## src/verilog/sysmem_defs.svh

```systemverilog
`ifndef SYSMEM_DEFS_SVH
`define SYSMEM_DEFS_SVH

// one controller data lane
`define SYSMEM_LANE_W 64
`define SYSMEM_BE_W 8

// host burst length field
`define SYSMEM_BURST_W 8

// controller command and write lane words
`define SYSMEM_CMD_W 60
`define SYSMEM_WR_W 90

// host word addresses
`define SYSMEM_RAM_ADDR_W 29
`define SYSMEM_VBUF_ADDR_W 28

// power-up hold, short enough for simulation
`define SYSMEM_INIT_CYCLES 32

`endif

```

## src/verilog/sysmem_pkg.sv

```systemverilog
`include "sysmem_defs.svh"

package sysmem_pkg;

	// 29-bit address layout, used by the 64-bit port
	typedef struct packed {
		logic [`SYSMEM_CMD_W-43:0]      zero_hi;
		logic [`SYSMEM_BURST_W-1:0]     burstcount;
		logic [2:0]                     zero_mid;
		logic [`SYSMEM_RAM_ADDR_W-1:0]  address;
		logic                           write;
		logic                           read;
	} sysmem_cmd_wide_t;

	// 28-bit address layout, used by the two-lane port
	typedef struct packed {
		logic [`SYSMEM_CMD_W-43:0]      zero_hi;
		logic [`SYSMEM_BURST_W-1:0]     burstcount;
		logic [3:0]                     zero_mid;
		logic [`SYSMEM_VBUF_ADDR_W-1:0] address;
		logic                           write;
		logic                           read;
	} sysmem_cmd_narrow_t;

	// one command word, two decodings
	typedef union packed {
		sysmem_cmd_wide_t   wide;
		sysmem_cmd_narrow_t narrow;
	} sysmem_cmd_t;

endpackage

```

## src/verilog/sysmem_reset_ctrl.sv

```systemverilog
`timescale 1ns/1ps

`include "sysmem_defs.svh"

module sysmem_reset_ctrl (
	input  logic clock,
	input  logic rst_n,
	input  logic reset_core_req,
	output logic reset_out
);

	localparam int cnt_w = $clog2(`SYSMEM_INIT_CYCLES + 1);

	logic [cnt_w-1:0] hold_cnt;
	logic             hold_done;
	logic [1:0]       core_sync;

	//////////////////////////////////////////////////
	// power-up hold
	//////////////////////////////////////////////////

	assign hold_done = (hold_cnt == cnt_w'(`SYSMEM_INIT_CYCLES));

	// counts up once, then sits at the end value
	always_ff @(posedge clock or negedge rst_n) begin
		if (!rst_n) begin
			hold_cnt <= '0;
		end else if (!hold_done) begin
			hold_cnt <= hold_cnt + 1'b1;
		end
	end

	//////////////////////////////////////////////////
	// core reset request
	//////////////////////////////////////////////////

	// request comes from another domain
	always_ff @(posedge clock or negedge rst_n) begin
		if (!rst_n) begin
			core_sync <= 2'b00;
		end else begin
			core_sync <= {core_sync[0], reset_core_req};
		end
	end

	assign reset_out = !hold_done || core_sync[1];

endmodule

```

## src/verilog/sysmem_port.sv

```systemverilog
`timescale 1ns/1ps

`include "sysmem_defs.svh"

module sysmem_port #(
	parameter int lanes = 1
) (
	input  logic clock,
	input  logic rst_n,
	input  logic term_req,

	// host side
	input  logic [((lanes > 1) ? `SYSMEM_VBUF_ADDR_W : `SYSMEM_RAM_ADDR_W)-1:0] address,
	input  logic [`SYSMEM_BURST_W-1:0]            burstcount,
	input  logic                                  read,
	input  logic                                  write,
	input  logic [lanes*`SYSMEM_LANE_W-1:0]       writedata,
	input  logic [lanes*`SYSMEM_BE_W-1:0]         byteenable,
	output logic                                  waitrequest,
	output logic [lanes*`SYSMEM_LANE_W-1:0]       readdata,
	output logic                                  readdatavalid,

	// controller side
	input  logic                                  cmd_ready,
	input  logic                                  rd_valid,
	input  logic [lanes-1:0][`SYSMEM_LANE_W-1:0]  rd_data,
	output logic                                  cmd_valid,
	output sysmem_pkg::sysmem_cmd_t               cmd_data,
	output logic                                  wr_valid,
	output logic [lanes-1:0][`SYSMEM_WR_W-1:0]    wr_data
);

	import sysmem_pkg::*;

	localparam int be_w = lanes * `SYSMEM_BE_W;
	// room for several outstanding read bursts
	localparam int owed_w = `SYSMEM_BURST_W + 4;

	logic [`SYSMEM_BURST_W-1:0] wr_left;
	logic                       in_burst;
	logic [owed_w-1:0]          rd_owed;
	logic                       discard_q;
	logic                       gate;
	logic                       flush;
	logic                       wr_beat;
	logic                       rd_acc;
	logic                       rd_dec;
	logic [be_w-1:0]            be_eff;
	sysmem_cmd_t                cmd_word;

	//////////////////////////////////////////////////
	// host gating
	//////////////////////////////////////////////////

	// termination, plus draining of reads still owed from before it
	assign gate     = term_req || (discard_q && (rd_owed != '0));
	assign in_burst = (wr_left != '0);
	assign flush    = gate && in_burst;

	assign waitrequest   = !cmd_ready || gate;
	assign readdatavalid = rd_valid && !gate;
	assign readdata      = rd_data;

	// only the first beat of a write burst carries a command
	assign cmd_valid = !gate && (read || (write && !in_burst));

	// while gated the port finishes a partial burst on its own
	assign wr_valid = gate ? in_burst : write;

	assign wr_beat = wr_valid && cmd_ready;
	assign rd_acc  = read && !waitrequest;
	assign rd_dec  = rd_valid && (rd_owed != '0);

	//////////////////////////////////////////////////
	// beat counters
	//////////////////////////////////////////////////

	// beats still owed in the current write burst
	always_ff @(posedge clock or negedge rst_n) begin
		if (!rst_n) begin
			wr_left <= '0;
		end else if (wr_beat) begin
			if (in_burst) begin
				wr_left <= wr_left - 1'b1;
			end else if (burstcount != '0) begin
				wr_left <= burstcount - 1'b1;
			end
		end
	end

	// read beats requested but not yet returned
	always_ff @(posedge clock or negedge rst_n) begin
		if (!rst_n) begin
			rd_owed <= '0;
		end else begin
			rd_owed <= rd_owed + (rd_acc ? owed_w'(burstcount) : '0)
				- (rd_dec ? owed_w'(1) : '0);
		end
	end

	// keeps swallowing read data after a termination until none is owed
	always_ff @(posedge clock or negedge rst_n) begin
		if (!rst_n) begin
			discard_q <= 1'b0;
		end else if (term_req) begin
			discard_q <= 1'b1;
		end else if (rd_owed == '0) begin
			discard_q <= 1'b0;
		end
	end

	//////////////////////////////////////////////////
	// command and lane packing
	//////////////////////////////////////////////////

	if (lanes > 1) begin : g_narrow
		always_comb begin
			cmd_word                   = '0;
			cmd_word.narrow.read       = read;
			cmd_word.narrow.write      = write;
			cmd_word.narrow.address    = address;
			cmd_word.narrow.burstcount = burstcount;
		end
	end else begin : g_wide
		always_comb begin
			cmd_word                 = '0;
			cmd_word.wide.read       = read;
			cmd_word.wide.write      = write;
			cmd_word.wide.address    = address;
			cmd_word.wide.burstcount = burstcount;
		end
	end

	assign cmd_data = cmd_word;

	// filler beats write nothing
	assign be_eff = flush ? '0 : byteenable;

	// lane 0 takes the low half of the host word
	always_comb begin
		for (int i = 0; i < lanes; i++) begin
			wr_data[i] = '0;
			wr_data[i][80 +: `SYSMEM_BE_W] = be_eff[i*`SYSMEM_BE_W +: `SYSMEM_BE_W];
			wr_data[i][`SYSMEM_LANE_W-1:0] = writedata[i*`SYSMEM_LANE_W +: `SYSMEM_LANE_W];
		end
	end

endmodule

```

## src/verilog/sysmem_lite.sv

```systemverilog
`timescale 1ns/1ps

`include "sysmem_defs.svh"

module sysmem_lite (
	input  logic clock,
	input  logic rst_n,
	input  logic reset_core_req,
	output logic reset_out,

	// ram host port
	input  logic [`SYSMEM_RAM_ADDR_W-1:0]     ram_address,
	input  logic [`SYSMEM_BURST_W-1:0]        ram_burstcount,
	input  logic                              ram_read,
	input  logic                              ram_write,
	input  logic [`SYSMEM_LANE_W-1:0]         ram_writedata,
	input  logic [`SYSMEM_BE_W-1:0]           ram_byteenable,
	output logic                              ram_waitrequest,
	output logic [`SYSMEM_LANE_W-1:0]         ram_readdata,
	output logic                              ram_readdatavalid,

	// vbuf host port, two lanes wide
	input  logic [`SYSMEM_VBUF_ADDR_W-1:0]    vbuf_address,
	input  logic [`SYSMEM_BURST_W-1:0]        vbuf_burstcount,
	input  logic                              vbuf_read,
	input  logic                              vbuf_write,
	input  logic [2*`SYSMEM_LANE_W-1:0]       vbuf_writedata,
	input  logic [2*`SYSMEM_BE_W-1:0]         vbuf_byteenable,
	output logic                              vbuf_waitrequest,
	output logic [2*`SYSMEM_LANE_W-1:0]       vbuf_readdata,
	output logic                              vbuf_readdatavalid,

	// controller lanes for ram
	input  logic                              ram_cmd_ready,
	input  logic                              ram_rd_valid,
	input  logic [`SYSMEM_LANE_W-1:0]         ram_rd_data,
	output logic                              ram_cmd_valid,
	output sysmem_pkg::sysmem_cmd_t           ram_cmd_data,
	output logic                              ram_wr_valid,
	output logic [`SYSMEM_WR_W-1:0]           ram_wr_data,

	// controller lanes for vbuf
	input  logic                              vbuf_cmd_ready,
	input  logic                              vbuf_rd_valid,
	input  logic [1:0][`SYSMEM_LANE_W-1:0]    vbuf_rd_data,
	output logic                              vbuf_cmd_valid,
	output sysmem_pkg::sysmem_cmd_t           vbuf_cmd_data,
	output logic                              vbuf_wr_valid,
	output logic [1:0][`SYSMEM_WR_W-1:0]      vbuf_wr_data
);

	//////////////////////////////////////////////////
	// reset control
	//////////////////////////////////////////////////

	sysmem_reset_ctrl u_reset_ctrl (
		.clock          (clock),
		.rst_n          (rst_n),
		.reset_core_req (reset_core_req),
		.reset_out      (reset_out)
	);

	//////////////////////////////////////////////////
	// ports, both terminated by the same reset
	//////////////////////////////////////////////////

	sysmem_port #(
		.lanes (1)
	) u_ram_port (
		.clock         (clock),
		.rst_n         (rst_n),
		.term_req      (reset_out),
		.address       (ram_address),
		.burstcount    (ram_burstcount),
		.read          (ram_read),
		.write         (ram_write),
		.writedata     (ram_writedata),
		.byteenable    (ram_byteenable),
		.waitrequest   (ram_waitrequest),
		.readdata      (ram_readdata),
		.readdatavalid (ram_readdatavalid),
		.cmd_ready     (ram_cmd_ready),
		.rd_valid      (ram_rd_valid),
		.rd_data       (ram_rd_data),
		.cmd_valid     (ram_cmd_valid),
		.cmd_data      (ram_cmd_data),
		.wr_valid      (ram_wr_valid),
		.wr_data       (ram_wr_data)
	);

	sysmem_port #(
		.lanes (2)
	) u_vbuf_port (
		.clock         (clock),
		.rst_n         (rst_n),
		.term_req      (reset_out),
		.address       (vbuf_address),
		.burstcount    (vbuf_burstcount),
		.read          (vbuf_read),
		.write         (vbuf_write),
		.writedata     (vbuf_writedata),
		.byteenable    (vbuf_byteenable),
		.waitrequest   (vbuf_waitrequest),
		.readdata      (vbuf_readdata),
		.readdatavalid (vbuf_readdatavalid),
		.cmd_ready     (vbuf_cmd_ready),
		.rd_valid      (vbuf_rd_valid),
		.rd_data       (vbuf_rd_data),
		.cmd_valid     (vbuf_cmd_valid),
		.cmd_data      (vbuf_cmd_data),
		.wr_valid      (vbuf_wr_valid),
		.wr_data       (vbuf_wr_data)
	);

endmodule

```

## config.mk

```make
export PLATFORM = sky130hd
export DESIGN_NAME = sysmem_lite
export DESIGN_NICKNAME = d
export VERILOG_FILES = /design/src/verilog/sysmem_pkg.sv /design/src/verilog/sysmem_reset_ctrl.sv /design/src/verilog/sysmem_port.sv /design/src/verilog/sysmem_lite.sv
export VERILOG_INCLUDE_DIRS = /design/src /design/src/verilog
export SDC_FILE = /design/constraint.sdc
export NUM_CORES = 1
export LEC_CHECK = 0
export BUFFER_PORTS_ARGS = -buffer_cell sky130_fd_sc_hd__buf_4
export CAP_MARGIN = 20
export CORE_AREA = 2 2 423 425
export DETAILED_ROUTE_END_ITERATION = 8
export DIE_AREA = 0 0 425 427
export PLACE_DENSITY = 0.3
export SYNTH_ARGS = -nofsm -noshare
export SYNTH_HDL_FRONTEND = slang
export SYNTH_SLANG_ARGS = --single-unit
```

## constraint.sdc

```tcl
create_clock -name clock -period 3.74 [get_ports clock]
set_clock_uncertainty 0.2 [all_clocks]
set_input_delay 0.748 -clock clock [delete_from_list [all_inputs] [get_ports clock]]
set_output_delay 0.748 -clock clock [all_outputs]
set_load 0.02 [all_outputs]
```

==> impl_metrics.py, run 1 <==
metrics = {
    "clock_tree": {
        "cts_sinks": 50,
        "clockBufferDepth": 2,
        "clk_pin_slew_ns": 0.07,
        "cts_tree": "yes",
        "postCtsSetupRepairBufs": 0,
        "root_buffer": "clkbuf_16",
        "numCtsBuffers": 5,
        "cts_max_level": 2,
        "hold_buffers": 0,
        "clk_latency_ns": 0.32,
    },
    "logic_synthesis": {
        "syn_area_um2": 8160,
        "netlist_top_cells_count": "558 x buf_4, 75 x inv_1, 50 x dfrtp_1, 46 x ha_1, 29 x nand2_1",
        "synth-seq-cells": 50,
        "yosysSeqAreaShare_pct": 15.3,
        "yosys_most_used_dff": "dfrtp_1",
        "synth_cells": 1016,
        "synthArstFlopShare_pct": 100,
        "yosysTopAreaCell": "buf_4",
        "avgSynthCellArea_um2": 8.03,
        "synth_edf_count": 0,
        "synth.area.top_cells": "buf_4 51%, dfrtp_1 15%, ha_1 7.1%",
        "synth_top_area_share_pct": 51.4,
        "synth.distinct_cells": 56,
        "synth.most_common_cell": "buf_4",
        "synth_warnings": 0,
    },
    "power_and_ir_drop": {
        "powerDensity_nw_per_um2": 520,
        "irDropWorstVdd_mv": 0.185,
        "p_total_mw": 4.57,
        "leakage_nw": 3.13,
    },
    "global_routing": {
        "grt_pass1_vias": 4950,
        "grt-ovfl-total": 0,
        "grt_first_pass_wirelength_um": 56000,
        "grt_antenna_before_repair": 11,
        "grt_util_all_layers_pct": 4.86,
        "grt_max_degree": 44,
    },
    "die": {
        "row_count": 155,
        "die_x_um": 425,
        "die_height_um": 427,
        "die-area_um2": 181000,
        "start_util_pct": 4.60,
        "core_um2": 177000,
        "pin_count": 1083,
    },
    "route": {
        "route.vias.total": 4995,
        "met2_length_um": 18600,
        "drt_wl_total_um": 47000,
        "drt_first_iter_violations": 246,
        "drc": 0,
        "drt-pass1-iter-count": 4,
        "route.top_layer_used": "met5",
        "wl_met1_um": 13300,
        "avgViaCountPerCell": 1.62,
        "ant_nets": 0,
        "wl_met3_um": 11000,
        "routedWlPerCell_um": 15.3,
    },
    "setup_path": {
        "crit_family": "simple AND/OR/NAND/NOR gates",
        "cp_common_cell": "buf_4",
        "cp-start-kind": "register",
        "setup.worst_path.end_class": "primary output",
        "worst_path_largest_cell_delay_ns": 0.48,
        "critPathArrivalTime_ns": 2.60,
        "slowest_stage": "and2_1",
        "crit_chain": "nor4_4 -> buf_4 -> a41oi_4 -> nor2_4 -> buf_4 -> or2_2 -> and2_1 -> buf_4",
        "worst-path-max-fanout": 7,
        "critPathKind": "reg2out",
        "worst-path-buf-inv": 3,
        "required_ns": 2.79,
    },
    "sta": {
        "grt_setup_unrepaired": "false",
        "slew_viol_final": 0,
        "fmax_ghz": 0.282,
        "finalCritPeriodShare_pct": 94.9,
        "finalSetupTns_ns": 0,
        "slew_headroom_pct": 52.1,
        "period_needed_ns": 3.55,
        "hold_violations": 0,
        "tightest_slew_ns": 0.719,
        "setup_viol_count_final": 0,
    },
    "placement": {
        "dpl.hpwl_um": 40900,
        "gp_congestion": 0.712,
        "port_buffers": 103,
    },
    "final_layout": {
        "area_growth_pct": 7.81,
        "drive_gt1_share_pct": 29.3,
        "final_nets": 1262,
    },
    "status": {
        "outcome": "finished clean",
    },
    "run": {
        "max_cap_violations": 0,
    },
    "hold_path": {
        "hold_class": "in2async",
    },
}
==> logic make-up (layout without fill, tap and decap cells) <==
logic type	after synthesis	in the layout	share of synthesized area, %
DFF	50	50	15.3
and+or+nand+nor	151	151	10.0
xor gates and xnor gates	26	26	2.79
other	1	102	0.0460
muxes	7	7	0.951
buffers and inverters	640	251	55.2
AOI/OAI and AO/OA	93	93	8.07
adders and majority gates	48	48	7.55
==> final timing paths <==
kind                       slack, ns                         to  depth (start not counted)                       from
max in group asynchronous       2.53      u_ram_port.rd_owed[5]                          2                      rst_n
hold reg to reg                 0.26  u_reset_ctrl.core_sync[1]                          0  u_reset_ctrl.core_sync[0]
min in group clock              0.26  u_reset_ctrl.core_sync[1]                          0  u_reset_ctrl.core_sync[0]
hold / removal                  0.22      u_ram_port.wr_left[3]                          1                      rst_n
setup reg to reg                0.21     u_vbuf_port.rd_owed[8]                         16     u_vbuf_port.rd_owed[4]
setup / recovery                0.19           vbuf_wr_data[82]                          8     u_vbuf_port.rd_owed[4]
==> state kept, by name, indices dropped and copies added, names as in the netlist <==
register                flops
u_ram_port.discard_q        1
u_vbuf_port.rd_owed        12
u_reset_ctrl.hold_cnt       6
u_vbuf_port.discard_q       1
u_ram_port.rd_owed         12
u_ram_port.wr_left          8
u_reset_ctrl.core_sync      2
u_vbuf_port.wr_left         8
==> where the power goes <==
part           total [mW]  internal, mW  switching [mW]  leakage [nW]
combinational        3.09          1.47            1.63          2.47
sequential          0.985         0.804           0.181         0.593
clock               0.493         0.250           0.243        0.0708
total                4.57          2.52            2.05          3.13
==> per-stage QoR <==
step / instances / utilization, % / hold WS, ns / setup WS [ns] / instance area [µm²]
2_1_floorplan: 1112 / - / 0.131 / 0.0102 / 8540
4_1_cts: 3078 / 4.91 / 0.261 / 0.00559 / 8700
3_3_place_gp: 3070 / 4.81 / 0.251 / -0.259 / 8520
3_5_place_dp: 3070 / 4.81 / 0.251 / -0.316 / 8520
5_1_grt: 3080 / 4.96 / 0.271 / 0.00684 / 8790
6_report: 3083 / 4.96 / 0.217 / 0.190 / 8790
==> cell usage in the layout (no fill, tap or decap), types with 8 or more instances in the layout <==
cell type,netlist,routed
buf_4,558,167
conb_1,1,97
inv_1,75,75
dfrtp_1,50,50
ha_1,46,46
nand2_1,29,29
nor2_1,26,25
and2_1,23,23
a21oi_1,25,21
xnor2_1,20,20
o21ai_0,19,18
nor2b_1,11,11
nor3_1,12,10
nand3_1,8,8
==> timing repair <==
| item | in CTS | in global routing |
|---|---|---|
| pin swaps | 1 | 6 |
| gates resized for setup | 7 | 16 |
| setup endpoints to repair | 14 | 9 |
==> layer usage <==
layer / GRT usage [%] / up-vias
li1: - / 2020
met1: 4.01 / 2173
met2: 6.29 / 616
met3: 5.28 / 178
met4: 4.26 / 8
met5: 1.06 / -
==> final cells by class <==
class,instances,area (µm²)
fill,21100,168000
clock inverter,2,13.8
clock buffer,6,129
timing repair buffer,167,1250
tap,2355,2950
antenna,5,12.5
sequential,50,1250
inverter,76,288
multi-input combinational,422,2900
Note: power is estimated with default switching activity, not from simulation.
==> run 2, diff against run 1 <==
- PLACE_DENSITY: 0.3 -> not set
- PLACE_DENSITY_LB_ADDON: not set -> 0.12
==> run 2 against run 1 <==
Effect of this change:
- setup slack gained 0.016 ns
- flip-flop and latch count is the same
- core utilization grew 0.12 points
- cell count grew 0.29%
- sequential power grew 1%
- design area grew 2.4%
- largest cell class is now multi-input combinational cells
==> impl_metrics.py, run 2 (same netlist as run 1, synthesis figures left out) <==
metrics = {
    "clock_tree": {
        "cts_tree": "yes",
        "root_buffer": "clkbuf_16",
        "clk_latency_ns": 0.34,
        "hold_buffers": 0,
        "clk_pin_slew_ns": 0.10,
        "clockBufferDepth": 2,
        "cts_sinks": 50,
        "cts_max_level": 2,
        "numCtsBuffers": 5,
    },
    "power_and_ir_drop": {
        "powerDensity_nw_per_um2": 552,
        "p_switching_mw": 2.25,
        "leakage_nw": 3.21,
        "p_comb_share_pct": 67.6,
        "power_frac_clock_pct": 12.4,
        "swShare_pct": 45.2,
        "p_total_mw": 4.97,
        "irDropWorstVdd_mv": 0.201,
        "seq_power_share_pct": 20.0,
        "internal_power_mw": 2.72,
    },
    "final_layout": {
        "final_common_cell": "buf_4",
        "reg_top3": "u_ram_port.rd_owed: 12 flops, u_vbuf_port.rd_owed: 12 flops",
        "area_growth_pct": 10.4,
        "final_cells": 3092,
        "final_nets": 1275,
        "layout_common_cells": "179 x buf_4, 97 x conb_1, 73 x inv_1",
        "fill_cells": 21100,
        "drive_gt1_share_pct": 32.5,
    },
    "route": {
        "avgViaCountPerCell": 1.59,
        "ant_nets": 0,
        "drt_first_iter_violations": 168,
        "route.vias.total": 4913,
        "drt_wl_total_um": 32700,
        "routedWlPerCell_um": 10.6,
        "drt-pass1-iter-count": 4,
        "drc": 0,
    },
    "global_routing": {
        "grt_pass1_vias": 5086,
        "grt_first_pass_wirelength_um": 41300,
        "grt_max_degree": 51,
        "grt_antenna_before_repair": 4,
        "grt_util_all_layers_pct": 3.37,
        "grt-ovfl-total": 0,
    },
    "die": {
        "die_height_um": 427,
        "die-area_um2": 181000,
        "die_x_um": 425,
        "row_count": 155,
        "core_um2": 177000,
        "pin_count": 1083,
        "start_util_pct": 4.60,
    },
    "placement": {
        "dp.cells": 3079,
        "gp_congestion": 0.696,
        "dpl.hpwl_um": 28200,
        "place_ws_ns": -0.266,
        "port_buffers": 103,
    },
    "setup_path": {
        "cp-start-kind": "register",
        "critPathKind": "reg2reg",
        "critPathArrivalTime_ns": 3.55,
        "required_ns": 3.75,
        "setup.worst_path.end_class": "register",
        "worst-path-max-fanout": 7,
    },
    "run": {
        "max_cap_violations": 0,
    },
    "sta": {
        "fmax_ghz": 0.283,
        "hold_violations": 0,
        "setup_ws_ns": 0.206,
        "setup_viol_count_final": 0,
        "finalCritPeriodShare_pct": 94.5,
        "slew_headroom_pct": 35.6,
        "slew_viol_final": 0,
        "tightest_slew_ns": 0.953,
        "period_needed_ns": 3.53,
    },
    "hold_path": {
        "hold_class": "reg2reg",
    },
    "status": {
        "outcome": "finished clean",
    },
}
## run 2: cell count changes in the layout (fill, tap and decap cells not counted), moves of 2 or more
cell,delta
diode_2,-4
inv_1,-2
o21ai_1,+2
ha_1,-3
inv_2,+2
ha_4,+3
o21ai_0,-2
buf_4,+12
## run 2: what timing repair did
item | in CTS | in global routing
endpoints found under the setup margin | 10 | 11
gates resized for setup | 14 | 28
pin swaps | 2 | 17
buffers inserted | 0 | 4
## run 2: final timing paths
kind | startpoint | to | slack (ns) | cells after the start
setup / recovery | u_vbuf_port.rd_owed[3] | u_vbuf_port.rd_owed[8] | 0.21 | 17
hold / removal | u_reset_ctrl.core_sync[0] | u_reset_ctrl.core_sync[1] | 0.16 | 0
setup reg to reg | u_vbuf_port.rd_owed[3] | u_vbuf_port.rd_owed[8] | 0.21 | 17
hold reg to reg | u_reset_ctrl.core_sync[0] | u_reset_ctrl.core_sync[1] | 0.16 | 0
max in group asynchronous | rst_n | u_vbuf_port.rd_owed[7] | 2.44 | 1
min in group asynchronous | rst_n | u_ram_port.rd_owed[4] | 0.33 | 1
## run 2: worst max-delay path, cell delays in order, from the launching register on
cell and delay, ns:
dfrtp_1 0.42, nor4_2 0.31, buf_4 0.18, a41oi_4 0.13, nor2_4 0.13, and3_4 0.21, buf_6 0.13, nand2_1 0.06
ha_1 0.27, inv_1 0.09, ha_4 0.21, a21oi_2 0.16, o21ai_2 0.11, a2111oi_4 0.35, buf_4 0.17, nor2_2 0.04
buf_4 0.13, xor2_1 0.13
## run 2: layer usage
layer / up-vias / global-route usage [%] / routed length (µm)
li1: 2045 / - / -
met3: 200 / 2.48 / 5160
met1: 2215 / 2.87 / 9780
met2: 445 / 5.20 / 15100
met4: 8 / 2.59 / 2290
met5: - / 1.80 / 414
## run 2: final cells by class
cell class / instances / area [µm²] / share of cell area [%]
Multi-Input combinational cell: 422 / 2990 / 33.2
Sequential cell: 50 / 1250 / 13.9
Clock buffer: 5 / 125 / 1.39
Antenna cell: 1 / 2.50 / 0.0278
Clock inverter: 3 / 48.8 / 0.542
Inverter: 76 / 288 / 3.20
Timing Repair Buffer: 180 / 1360 / 15.0
Tap cell: 2355 / 2950 / 32.7
## run 2: through the flow
step                setup TNS [ns]  util [%]  instance area [µm²]  hold slack (ns)
global placement            -0.999      4.85                 8590            0.140
floorplan                        0         -                 8540            0.131
finish                           0      5.08                 9000            0.160
detailed placement          -0.964      4.85                 8590            0.144
global route               -0.0180      5.08                 9000            0.169
CTS                              0      4.98                 8820            0.164
## run 2: power by group through the flow
stage               combinational (mW)  clock [mW]  sequential, mW
global placement                  3.28           0            1.00
finish                            3.36       0.615           0.997
CTS                               3.32       0.679           0.988
global route                      3.80       0.692            1.03
floorplan                         2.76           0           0.924
detailed placement                3.20           0           0.993
